### src/speed_pkg.sv
`default_nettype none

package speed_pkg;

    // port count and bus geometry
    localparam int PORT_NUM = 4;
    localparam int DATA_W = 32;
    localparam int ADDR_W = 9;
    localparam int STRB_W = DATA_W / 8;
    localparam int WORD_LSB = $clog2(STRB_W);
    localparam int CFG_WORDS = 2;

    // word counts and index widths of the two per-port windows
    localparam int CFG_NUM = PORT_NUM * CFG_WORDS;
    localparam int CFG_IDX_W = $clog2(CFG_NUM);
    localparam int RES_IDX_W = $clog2(PORT_NUM);

    typedef logic [DATA_W-1:0] data_t;
    typedef logic [ADDR_W-1:0] addr_t;
    typedef logic [CFG_WORDS*DATA_W-1:0] port_cfg_t;
    typedef logic [DATA_W-1:0] port_res_t;
    typedef port_cfg_t [PORT_NUM-1:0] cfg_array_t;
    typedef port_res_t [PORT_NUM-1:0] res_array_t;

    // register map, byte addresses in a 512-byte window
    localparam addr_t ADDR_BUSY = 9'h000;
    localparam addr_t ADDR_START = 9'h004;
    localparam addr_t ADDR_DURATION = 9'h008;
    localparam addr_t ADDR_CFG_BASE = 9'h100;
    localparam addr_t ADDR_RES_BASE = 9'h180;

    // test timing; a tick would be 1 ms of clock in hardware
    localparam int DURATION_W = 13;
    localparam int TICKS_W = 16;
    localparam int TICK_CYCLES = 16;
    localparam int CYC_W = $clog2(TICK_CYCLES);
    localparam int DRAIN_TICKS = 2;
    localparam int DRAIN_W = $clog2(DRAIN_TICKS + 1);
    localparam logic [7:0] START_KEY = 8'hFF;

    typedef enum logic [1:0] {
        WAIT_READY,
        IDLE,
        RUN,
        DRAIN
    } seq_state_t;

endpackage

`default_nettype wire

### src/reg_wr_if.sv
`default_nettype none

// one decoded register write, valid while wr_en is high
interface reg_wr_if;
    import speed_pkg::*;

    logic wr_en;
    addr_t addr;
    data_t data;
    logic [STRB_W-1:0] strb;

    // bus front end side
    modport source (output wr_en, addr, data, strb);
    // register bank side
    modport sink (input wr_en, addr, data, strb);

endinterface

`default_nettype wire

### src/axi_lite_slave.sv
`default_nettype none

module axi_lite_slave (
    input  logic                          S_AXI_ACLK,
    input  logic                          S_AXI_ARESETN,
    // write address and data
    input  speed_pkg::addr_t              S_AXI_AWADDR,
    input  logic                          S_AXI_AWVALID,
    output logic                          S_AXI_AWREADY,
    input  speed_pkg::data_t              S_AXI_WDATA,
    input  logic [speed_pkg::STRB_W-1:0]  S_AXI_WSTRB,
    input  logic                          S_AXI_WVALID,
    output logic                          S_AXI_WREADY,
    // write response
    output logic [1:0]                    S_AXI_BRESP,
    output logic                          S_AXI_BVALID,
    input  logic                          S_AXI_BREADY,
    // read address and data
    input  speed_pkg::addr_t              S_AXI_ARADDR,
    input  logic                          S_AXI_ARVALID,
    output logic                          S_AXI_ARREADY,
    output speed_pkg::data_t              S_AXI_RDATA,
    output logic [1:0]                    S_AXI_RRESP,
    output logic                          S_AXI_RVALID,
    input  logic                          S_AXI_RREADY,
    // register bank side
    reg_wr_if.source                      wr,
    output speed_pkg::addr_t              rd_addr,
    input  speed_pkg::data_t              rd_data
);
    import speed_pkg::*;

    logic wr_ready;
    logic bvalid;
    logic arready;
    logic rvalid;
    addr_t awaddr_q;
    addr_t araddr_q;
    data_t rdata_q;
    logic rd_accept;

    // one ready pulse for both AW and W, only when no response is pending
    always_ff @(posedge S_AXI_ACLK)
    begin
        if (!S_AXI_ARESETN)
        begin
            wr_ready <= 1'b0;
        end
        else
        begin
            wr_ready <= !wr_ready && !bvalid && S_AXI_AWVALID && S_AXI_WVALID;
        end
    end

    // address is captured on the same edge that raises ready
    always_ff @(posedge S_AXI_ACLK)
    begin
        if (!wr_ready && !bvalid && S_AXI_AWVALID && S_AXI_WVALID)
        begin
            awaddr_q <= S_AXI_AWADDR;
        end
    end

    // write strobe to the register bank in the ready cycle
    // data and strobes are still held by the master here
    assign wr.wr_en = wr_ready;
    assign wr.addr = awaddr_q;
    assign wr.data = S_AXI_WDATA;
    assign wr.strb = S_AXI_WSTRB;

    // response follows the ready pulse and waits for BREADY
    always_ff @(posedge S_AXI_ACLK)
    begin
        if (!S_AXI_ARESETN)
        begin
            bvalid <= 1'b0;
        end
        else if (wr_ready)
        begin
            bvalid <= 1'b1;
        end
        else if (S_AXI_BREADY)
        begin
            bvalid <= 1'b0;
        end
    end

    // read address accepted one edge after ARVALID, single outstanding
    always_ff @(posedge S_AXI_ACLK)
    begin
        if (!S_AXI_ARESETN)
        begin
            arready <= 1'b0;
        end
        else
        begin
            arready <= !arready && !rvalid && S_AXI_ARVALID;
        end
    end

    always_ff @(posedge S_AXI_ACLK)
    begin
        if (!arready && !rvalid && S_AXI_ARVALID)
        begin
            araddr_q <= S_AXI_ARADDR;
        end
    end

    assign rd_addr = araddr_q;
    assign rd_accept = arready && S_AXI_ARVALID;

    // read data sampled from the bank when the address is accepted
    always_ff @(posedge S_AXI_ACLK)
    begin
        if (rd_accept)
        begin
            rdata_q <= rd_data;
        end
    end

    always_ff @(posedge S_AXI_ACLK)
    begin
        if (!S_AXI_ARESETN)
        begin
            rvalid <= 1'b0;
        end
        else if (rd_accept)
        begin
            rvalid <= 1'b1;
        end
        else if (S_AXI_RREADY)
        begin
            rvalid <= 1'b0;
        end
    end

    assign S_AXI_AWREADY = wr_ready;
    assign S_AXI_WREADY = wr_ready;
    assign S_AXI_BVALID = bvalid;
    // always OKAY
    assign S_AXI_BRESP = 2'b00;
    assign S_AXI_ARREADY = arready;
    assign S_AXI_RVALID = rvalid;
    assign S_AXI_RDATA = rdata_q;
    assign S_AXI_RRESP = 2'b00;

endmodule

`default_nettype wire

### src/ctrl_regs.sv
`default_nettype none

module ctrl_regs (
    input  logic                              S_AXI_ACLK,
    input  logic                              S_AXI_ARESETN,
    reg_wr_if.sink                            wr,
    input  speed_pkg::addr_t                  rd_addr,
    output speed_pkg::data_t                  rd_data,
    // sequencer side
    output logic                              start_req,
    output logic [speed_pkg::DURATION_W-1:0]  duration,
    input  logic                              busy,
    input  logic [speed_pkg::TICKS_W-1:0]     elapsed,
    input  speed_pkg::res_array_t             results,
    // per-port configuration out to the testers
    output speed_pkg::cfg_array_t             port_config
);
    import speed_pkg::*;

    logic [CFG_NUM-1:0][DATA_W-1:0] cfg_q;
    logic [DURATION_W-1:0] duration_q;

    addr_t wr_cfg_off;
    logic wr_cfg_hit;
    logic [CFG_IDX_W-1:0] wr_cfg_idx;
    addr_t rd_cfg_off;
    addr_t rd_res_off;
    logic rd_cfg_hit;
    logic rd_res_hit;

    // offsets into the config window; a wrap below the base fails the >= test
    assign wr_cfg_off = wr.addr - ADDR_CFG_BASE;
    assign wr_cfg_hit = (wr.addr >= ADDR_CFG_BASE) &&
                        (wr_cfg_off < addr_t'(CFG_NUM * STRB_W));
    assign wr_cfg_idx = wr_cfg_off[WORD_LSB +: CFG_IDX_W];

    // start key: byte lane 0 strobed and all ones
    // busy is checked by the sequencer, not here
    assign start_req = wr.wr_en && (wr.addr == ADDR_START) &&
                       wr.strb[0] && (wr.data[7:0] == START_KEY);

    // duration, only the low 13 bits exist
    always_ff @(posedge S_AXI_ACLK)
    begin
        if (!S_AXI_ARESETN)
        begin
            duration_q <= '0;
        end
        else if (wr.wr_en && (wr.addr == ADDR_DURATION))
        begin
            if (wr.strb[0])
            begin
                duration_q[7:0] <= wr.data[7:0];
            end
            if (wr.strb[1])
            begin
                duration_q[DURATION_W-1:8] <= wr.data[DURATION_W-1:8];
            end
        end
    end

    // configuration words, byte lanes follow the strobes
    always_ff @(posedge S_AXI_ACLK)
    begin
        if (!S_AXI_ARESETN)
        begin
            cfg_q <= '0;
        end
        else if (wr.wr_en && wr_cfg_hit)
        begin
            for (int b = 0; b < STRB_W; b++)
            begin
                if (wr.strb[b])
                begin
                    cfg_q[wr_cfg_idx][b*8 +: 8] <= wr.data[b*8 +: 8];
                end
            end
        end
    end

    assign duration = duration_q;
    // word 0 of port 0 lands in the low bits
    assign port_config = cfg_array_t'(cfg_q);

    // read decode
    assign rd_cfg_off = rd_addr - ADDR_CFG_BASE;
    assign rd_res_off = rd_addr - ADDR_RES_BASE;
    assign rd_cfg_hit = (rd_addr >= ADDR_CFG_BASE) &&
                        (rd_cfg_off < addr_t'(CFG_NUM * STRB_W));
    assign rd_res_hit = (rd_addr >= ADDR_RES_BASE) &&
                        (rd_res_off < addr_t'(PORT_NUM * STRB_W));

    always_comb
    begin
        if (rd_addr == ADDR_BUSY)
        begin
            rd_data = {{(DATA_W-1){1'b0}}, busy};
        end
        else if (rd_addr == ADDR_DURATION)
        begin
            // reads back elapsed ticks, not the programmed value
            rd_data = {{(DATA_W-TICKS_W){1'b0}}, elapsed};
        end
        else if (rd_cfg_hit)
        begin
            rd_data = cfg_q[rd_cfg_off[WORD_LSB +: CFG_IDX_W]];
        end
        else if (rd_res_hit)
        begin
            rd_data = results[rd_res_off[WORD_LSB +: RES_IDX_W]];
        end
        else
        begin
            // start register and holes read as zero
            rd_data = '0;
        end
    end

endmodule

`default_nettype wire

### src/test_sequencer.sv
`default_nettype none

module test_sequencer (
    input  logic                              S_AXI_ACLK,
    input  logic                              S_AXI_ARESETN,
    input  logic                              start_req,
    input  logic [speed_pkg::DURATION_W-1:0]  duration,
    input  logic [speed_pkg::PORT_NUM-1:0]    gen_ready,
    input  logic [speed_pkg::PORT_NUM-1:0]    check_ready,
    input  speed_pkg::res_array_t             check_results,
    output logic                              busy,
    output logic [speed_pkg::TICKS_W-1:0]     elapsed,
    output speed_pkg::res_array_t             results,
    output logic [speed_pkg::PORT_NUM-1:0]    start,
    output logic [speed_pkg::PORT_NUM-1:0]    stop
);
    import speed_pkg::*;

    seq_state_t state;
    logic start_q;
    logic stop_q;
    logic [CYC_W-1:0] cyc_cnt;
    logic [DRAIN_W-1:0] drain_cnt;
    logic tick_done;
    logic [TICKS_W-1:0] elapsed_nxt;
    logic [DRAIN_W-1:0] drain_nxt;

    // last cycle of a tick
    assign tick_done = (cyc_cnt == CYC_W'(TICK_CYCLES - 1));
    assign elapsed_nxt = elapsed + 1'b1;
    assign drain_nxt = drain_cnt + 1'b1;

    always_ff @(posedge S_AXI_ACLK)
    begin
        if (!S_AXI_ARESETN)
        begin
            state <= WAIT_READY;
            start_q <= 1'b0;
            stop_q <= 1'b0;
            cyc_cnt <= '0;
            drain_cnt <= '0;
            elapsed <= '0;
            results <= '0;
        end
        else
        begin
            case (state)
                WAIT_READY:
                begin
                    // every generator and checker has to report in
                    if ((&gen_ready) && (&check_ready))
                    begin
                        state <= IDLE;
                    end
                end
                IDLE:
                begin
                    // start goes high on the same edge as the command write
                    if (start_req)
                    begin
                        start_q <= 1'b1;
                        cyc_cnt <= '0;
                        elapsed <= '0;
                        results <= '0;
                        state <= RUN;
                    end
                end
                RUN:
                begin
                    results <= check_results;
                    cyc_cnt <= tick_done ? '0 : cyc_cnt + 1'b1;
                    if (tick_done)
                    begin
                        elapsed <= elapsed_nxt;
                        // hand over from start to stop on one edge
                        if (elapsed_nxt == {{(TICKS_W-DURATION_W){1'b0}}, duration})
                        begin
                            start_q <= 1'b0;
                            stop_q <= 1'b1;
                            drain_cnt <= '0;
                            state <= DRAIN;
                        end
                    end
                end
                DRAIN:
                begin
                    // checkers keep receiving, results keep updating
                    results <= check_results;
                    cyc_cnt <= tick_done ? '0 : cyc_cnt + 1'b1;
                    if (tick_done)
                    begin
                        drain_cnt <= drain_nxt;
                        if (drain_nxt == DRAIN_W'(DRAIN_TICKS))
                        begin
                            stop_q <= 1'b0;
                            state <= WAIT_READY;
                        end
                    end
                end
                default:
                begin
                    state <= WAIT_READY;
                end
            endcase
        end
    end

    assign busy = (state != IDLE);
    // same level on every port
    assign start = {PORT_NUM{start_q}};
    assign stop = {PORT_NUM{stop_q}};

endmodule

`default_nettype wire

### src/speed_test_top.sv
`default_nettype none

module speed_test_top (
    input  logic                              S_AXI_ACLK,
    input  logic                              S_AXI_ARESETN,
    input  speed_pkg::addr_t                  S_AXI_AWADDR,
    input  logic                              S_AXI_AWVALID,
    output logic                              S_AXI_AWREADY,
    input  speed_pkg::data_t                  S_AXI_WDATA,
    input  logic [speed_pkg::STRB_W-1:0]      S_AXI_WSTRB,
    input  logic                              S_AXI_WVALID,
    output logic                              S_AXI_WREADY,
    output logic [1:0]                        S_AXI_BRESP,
    output logic                              S_AXI_BVALID,
    input  logic                              S_AXI_BREADY,
    input  speed_pkg::addr_t                  S_AXI_ARADDR,
    input  logic                              S_AXI_ARVALID,
    output logic                              S_AXI_ARREADY,
    output speed_pkg::data_t                  S_AXI_RDATA,
    output logic [1:0]                        S_AXI_RRESP,
    output logic                              S_AXI_RVALID,
    input  logic                              S_AXI_RREADY,
    // generators and checkers
    input  logic [speed_pkg::PORT_NUM-1:0]    gen_ready,
    input  logic [speed_pkg::PORT_NUM-1:0]    check_ready,
    input  speed_pkg::res_array_t             check_results,
    output logic [speed_pkg::PORT_NUM-1:0]    start,
    output logic [speed_pkg::PORT_NUM-1:0]    stop,
    output speed_pkg::cfg_array_t             port_config
);
    import speed_pkg::*;

    addr_t rd_addr;
    data_t rd_data;
    logic start_req;
    logic [DURATION_W-1:0] duration;
    logic busy;
    logic [TICKS_W-1:0] elapsed;
    res_array_t results;

    // decoded write from the bus front end
    reg_wr_if wr_bus ();

    axi_lite_slave axi_lite_slave_inst (
        .S_AXI_ACLK    (S_AXI_ACLK),
        .S_AXI_ARESETN (S_AXI_ARESETN),
        .S_AXI_AWADDR  (S_AXI_AWADDR),
        .S_AXI_AWVALID (S_AXI_AWVALID),
        .S_AXI_AWREADY (S_AXI_AWREADY),
        .S_AXI_WDATA   (S_AXI_WDATA),
        .S_AXI_WSTRB   (S_AXI_WSTRB),
        .S_AXI_WVALID  (S_AXI_WVALID),
        .S_AXI_WREADY  (S_AXI_WREADY),
        .S_AXI_BRESP   (S_AXI_BRESP),
        .S_AXI_BVALID  (S_AXI_BVALID),
        .S_AXI_BREADY  (S_AXI_BREADY),
        .S_AXI_ARADDR  (S_AXI_ARADDR),
        .S_AXI_ARVALID (S_AXI_ARVALID),
        .S_AXI_ARREADY (S_AXI_ARREADY),
        .S_AXI_RDATA   (S_AXI_RDATA),
        .S_AXI_RRESP   (S_AXI_RRESP),
        .S_AXI_RVALID  (S_AXI_RVALID),
        .S_AXI_RREADY  (S_AXI_RREADY),
        .wr            (wr_bus.source),
        .rd_addr       (rd_addr),
        .rd_data       (rd_data)
    );

    ctrl_regs ctrl_regs_inst (
        .S_AXI_ACLK    (S_AXI_ACLK),
        .S_AXI_ARESETN (S_AXI_ARESETN),
        .wr            (wr_bus.sink),
        .rd_addr       (rd_addr),
        .rd_data       (rd_data),
        .start_req     (start_req),
        .duration      (duration),
        .busy          (busy),
        .elapsed       (elapsed),
        .results       (results),
        .port_config   (port_config)
    );

    test_sequencer test_sequencer_inst (
        .S_AXI_ACLK    (S_AXI_ACLK),
        .S_AXI_ARESETN (S_AXI_ARESETN),
        .start_req     (start_req),
        .duration      (duration),
        .gen_ready     (gen_ready),
        .check_ready   (check_ready),
        .check_results (check_results),
        .busy          (busy),
        .elapsed       (elapsed),
        .results       (results),
        .start         (start),
        .stop          (stop)
    );

endmodule

`default_nettype wire

### config.mk
export PLATFORM = sky130hd
export DESIGN_NAME = speed_test_top
export DESIGN_NICKNAME = d
export VERILOG_FILES = /design/src/speed_pkg.sv /design/src/reg_wr_if.sv /design/src/axi_lite_slave.sv /design/src/ctrl_regs.sv /design/src/test_sequencer.sv /design/src/speed_test_top.sv
export SDC_FILE = /design/constraint.sdc
export NUM_CORES = 1
export LEC_CHECK = 0
export ABC_AREA = 0
export BUFFER_PORTS_ARGS = -buffer_cell sky130_fd_sc_hd__buf_4
export CORE_AREA = 2 2 205 207
export DETAILED_ROUTE_END_ITERATION = 6
export DIE_AREA = 0 0 207 209
export HOLD_SLACK_MARGIN = 0.02
export PLACE_DENSITY = 0.83
export RECOVER_POWER = 25
export SLEW_MARGIN = 20
export SYNTH_ARGS = -nofsm -noshare
export SYNTH_HDL_FRONTEND = slang
export SYNTH_HIERARCHICAL = 1
export SYNTH_SLANG_ARGS = --single-unit
### constraint.sdc
create_clock -name S_AXI_ACLK -period 3.2 [get_ports S_AXI_ACLK]
set_input_delay 0.16 -clock S_AXI_ACLK [delete_from_list [all_inputs] [get_ports S_AXI_ACLK]]
set_output_delay 0.16 -clock S_AXI_ACLK [all_outputs]
set_load 0.02 [all_outputs]
==> summary.txt <==
status = complete, no violations
Yosys Warn Count = 6
Leakage = 0.01038 uW
Peak VDD IR = 385.7 uV
drt via density = 6.422
crit-path cells = nor4b_1 -> nand2_1 -> nor4_1 -> buf_4 -> nor2_1 -> nor2_4 -> buf_12 -> buf_12 -> nand3_1 -> a21oi_1
Port Buffers = 497
Most used DFF post-synth = dfxtp_1
Gate Count Post-Synth = 2,260
first-pass GRT wire length = 127.7 mm
Seq/Total Area, Yosys = 45.16%
die width = 207 um
Tmin final = 3.035 ns
Syn Area/Cell = 9.847 um2
power per cell area = 491.0 nW/um2
Initial Utilization = 53.90%
crit path kind = reg -> reg
hold path start = S_AXI_WDATA[7]
drt pass-1 iters = 6
Final Hold Fails = 0
CTS max path bufs = 3
Final setup viols = 0
Fin Hold WS = 0.06847 ns
GPL Wtd Cong = 0.9664
worst path bufs/invs = 3
share of cells above drive strength 1 = 21.05%
placed inst area = 26,070 um2
flop and latch count out of synthesis = 477
Critical Path Most Common Cell = buf_12
Post-synth EDFFs = 50
hpwl dp = 56.20 mm
Synth-to-Final Area Change = 28.82%
Clock Sinks = 477
Filler Cells Inserted = 3,038
DR iter-0 viols = 3,023
Slowest-stage cell, CP = nor4b_1
crit-path max FO = 42
Core ar. = 41,290 um2
initial antenna violation count = 6
Worst-Margin Slew = 1.116 ns
DRT Wirelength = 85.90 mm
Clk pin slew, worst setup/hold paths = 0.07 ns
nets@finish = 2,983
RSZ-0062 raised after global routing = false
residual DRC count = 0
Hold Path Depth = 3
Max Freq = 0.3295 GHz
skew final = 0.01330 ns
GRT overflow = 0
GRT Util Overall = 37.97%
placement row count = 75
top cells by area, synth = dfxtp_1 (38%), mux4_2 (9.7%), mux2i_1 (9.2%), edfxtp_1 (6.7%), nand2_1 (6.4%)
MaxCap Viol Count = 0
Routed WL per cell = 25.58 um
Hold/Removal Path Class = in -> reg
Synth Cell Area = 22,250 um2
Sequential Area = 10,050 um2
Setup Fix Bufs, Post-CTS = 0
Routed Antenna Nets = 0
DIE HEIGHT = 209 um
DIE AREA = 43,260 um2
num ports = 502
H-tree levels = 2
most common cell after layout, fill and taps aside = dfxtp_1
clk root buf = clkbuf_16
Post-synth ARST share = 0%
worst hold path endpoint = ctrl_regs_inst/port_config[135]
count of pins over their slew limit = 0
number of global-route vias before repair = 20,820
Multi-input gate area = 10,920 um2
CP delay by family, top = simple AND/OR/NAND/NOR gates
CP Launch Type = flip-flop
leading area contributor after synthesis = dfxtp_1
r2r worst-path depth = 10
CTS Buf Count = 50
largest net degree at the start of global routing = 118
via count = 21,570
Final period util = 94.85%
total power = 14,080 uW
CP arrival = 3.51 ns
Clock Latency Late Sink = 0.60 ns
CTS tree = built
post-synth top area share = 38.41%
fin area = 28,670 um2
RR Startpoint = axi_lite_slave_inst/wr.addr[7]
Rel. slew slack = 25.48%
Fin Setup TNS = 0 ns
max incr delay on CP = 0.54 ns
Crit. End Element = flip-flop
Required @ worst endpoint = 3.67 ns
commonest cells after routing, fill and taps aside = dfxtp_1 (427), nand2_1 (381), buf_4 (337)
Synth cell types = 74
RR Endpoint = test_sequencer_inst/results[63]
Reg2Reg Setup Slack = 0.16 ns
per-layer routing:
layer | vias up | GRT usage [%] | wire, um
met3 | 295 | 9.002 | 9681
li1 | 9205 | - | -
met4 | 0 | 17.51 | 4450
met1 | 10490 | 49.67 | 32780
met5 | - | 0 | 0
met2 | 1572 | 59.91 | 38990
power breakdown:
part | total [uW] | internal (uW) | leakage, uW | switching, uW
Sequential | 6110 | 6070 | 0.00392 | 32.5
Combinational | 1930 | 694 | 0.00562 | 1240
Clock | 6040 | 3530 | 0.000840 | 2500
Total | 14100 | 10300 | 0.0104 | 3780
how the worst max path moves through the flow:
| stage | start | cells after the start | to | slack (ns) |
|---|---|---|---|---|
| after global routing | test_sequencer_inst/elapsed[1] | 10 | test_sequencer_inst/stop_q | 0.01 |
| after floorplan | axi_lite_slave_inst/S_AXI_AWREADY | 10 | test_sequencer_inst/results[126] | 0.51 |
| after CTS | test_sequencer_inst/elapsed[1] | 10 | test_sequencer_inst/stop_q | 0.23 |
| after detailed placement | test_sequencer_inst/elapsed[1] | 10 | test_sequencer_inst/stop_q | 0.25 |
| after global placement | test_sequencer_inst/elapsed[1] | 10 | test_sequencer_inst/stop_q | 0.17 |
| final | axi_lite_slave_inst/wr.addr[7] | 10 | test_sequencer_inst/results[63] | 0.16 |
per-stage QoR:
stage               instances  util [%]  setup slack, ns
finish                   3358     69.43           0.1648
global route             3358     69.43          0.01390
CTS                      3356     71.17           0.2334
detailed placement       3104     63.15           0.2456
global placement         3104     63.15           0.1675
floorplan                2263         -           0.5126
sequential cells by signal, summed over array words and instances, names as in the netlist:
signal                             count
axi_lite_slave_inst/S_AXI_RVALID       1
test_sequencer_inst/drain_cnt          2
axi_lite_slave_inst/S_AXI_RDATA       32
axi_lite_slave_inst/S_AXI_BVALID       1
test_sequencer_inst/start_q            1
test_sequencer_inst/cyc_cnt            4
axi_lite_slave_inst/S_AXI_AWREADY      1
test_sequencer_inst/stop_q             1
axi_lite_slave_inst/rd_addr            9
axi_lite_slave_inst/S_AXI_ARREADY      1
test_sequencer_inst/results          128
test_sequencer_inst/elapsed           16
test_sequencer_inst/state              2
ctrl_regs_inst/duration               13
ctrl_regs_inst/port_config           256
axi_lite_slave_inst/wr.addr            9
layout make-up:
| cell class | instances | share of cell area [%] |
|---|---|---|
| Multi-Input combinational cell | 1504 | 38.08 |
| Sequential cell | 477 | 35.06 |
| Timing Repair Buffer | 718 | 18.20 |
| Clock buffer | 77 | 5.469 |
| Tap cell | 539 | 2.352 |
| Clock inverter | 14 | 0.4626 |
| Inverter | 27 | 0.3623 |
| Antenna cell | 2 | 0.01746 |
worst reg2reg max path: stages, from the launching register on:
cell,delay [ns]
edfxtp_1,0.48
nor4b_1,0.54
nand2_1,0.18
nor4_1,0.33
buf_4,0.20
nor2_1,0.09
nor2_4,0.13
buf_12,0.23
buf_12,0.23
nand3_1,0.13
a21oi_1,0.37
cell usage after synthesis (27+ instances only):
cell / instances
a21oi_1: 216
buf_2: 36
buf_4: 55
clkbuf_1: 140
dfxtp_1: 427
edfxtp_1: 50
mux2i_1: 205
mux4_2: 96
nand2_1: 381
nand3_1: 196
nand4_1: 75
nor2_1: 27
o31ai_1: 66
cells by family after synthesis:
logic type,count (synthesis),synth area share [%]
adders and majority gates,8,0.4498
other,1,0.01685
DFF,477,45.16
xor gates and xnor gates,16,0.6297
and+or+nand+nor,810,18.76
buffers and inverters,282,6.067
muxes,302,18.99
AOI/OAI and AO/OA,364,9.935
timing repair:
action,CTS,global route
hold buffers,161,0
setup endpoints to repair,0,1
hold endpoints to repair,232,0
gates resized for setup,0,1
(Power assumes the default switching activity.)
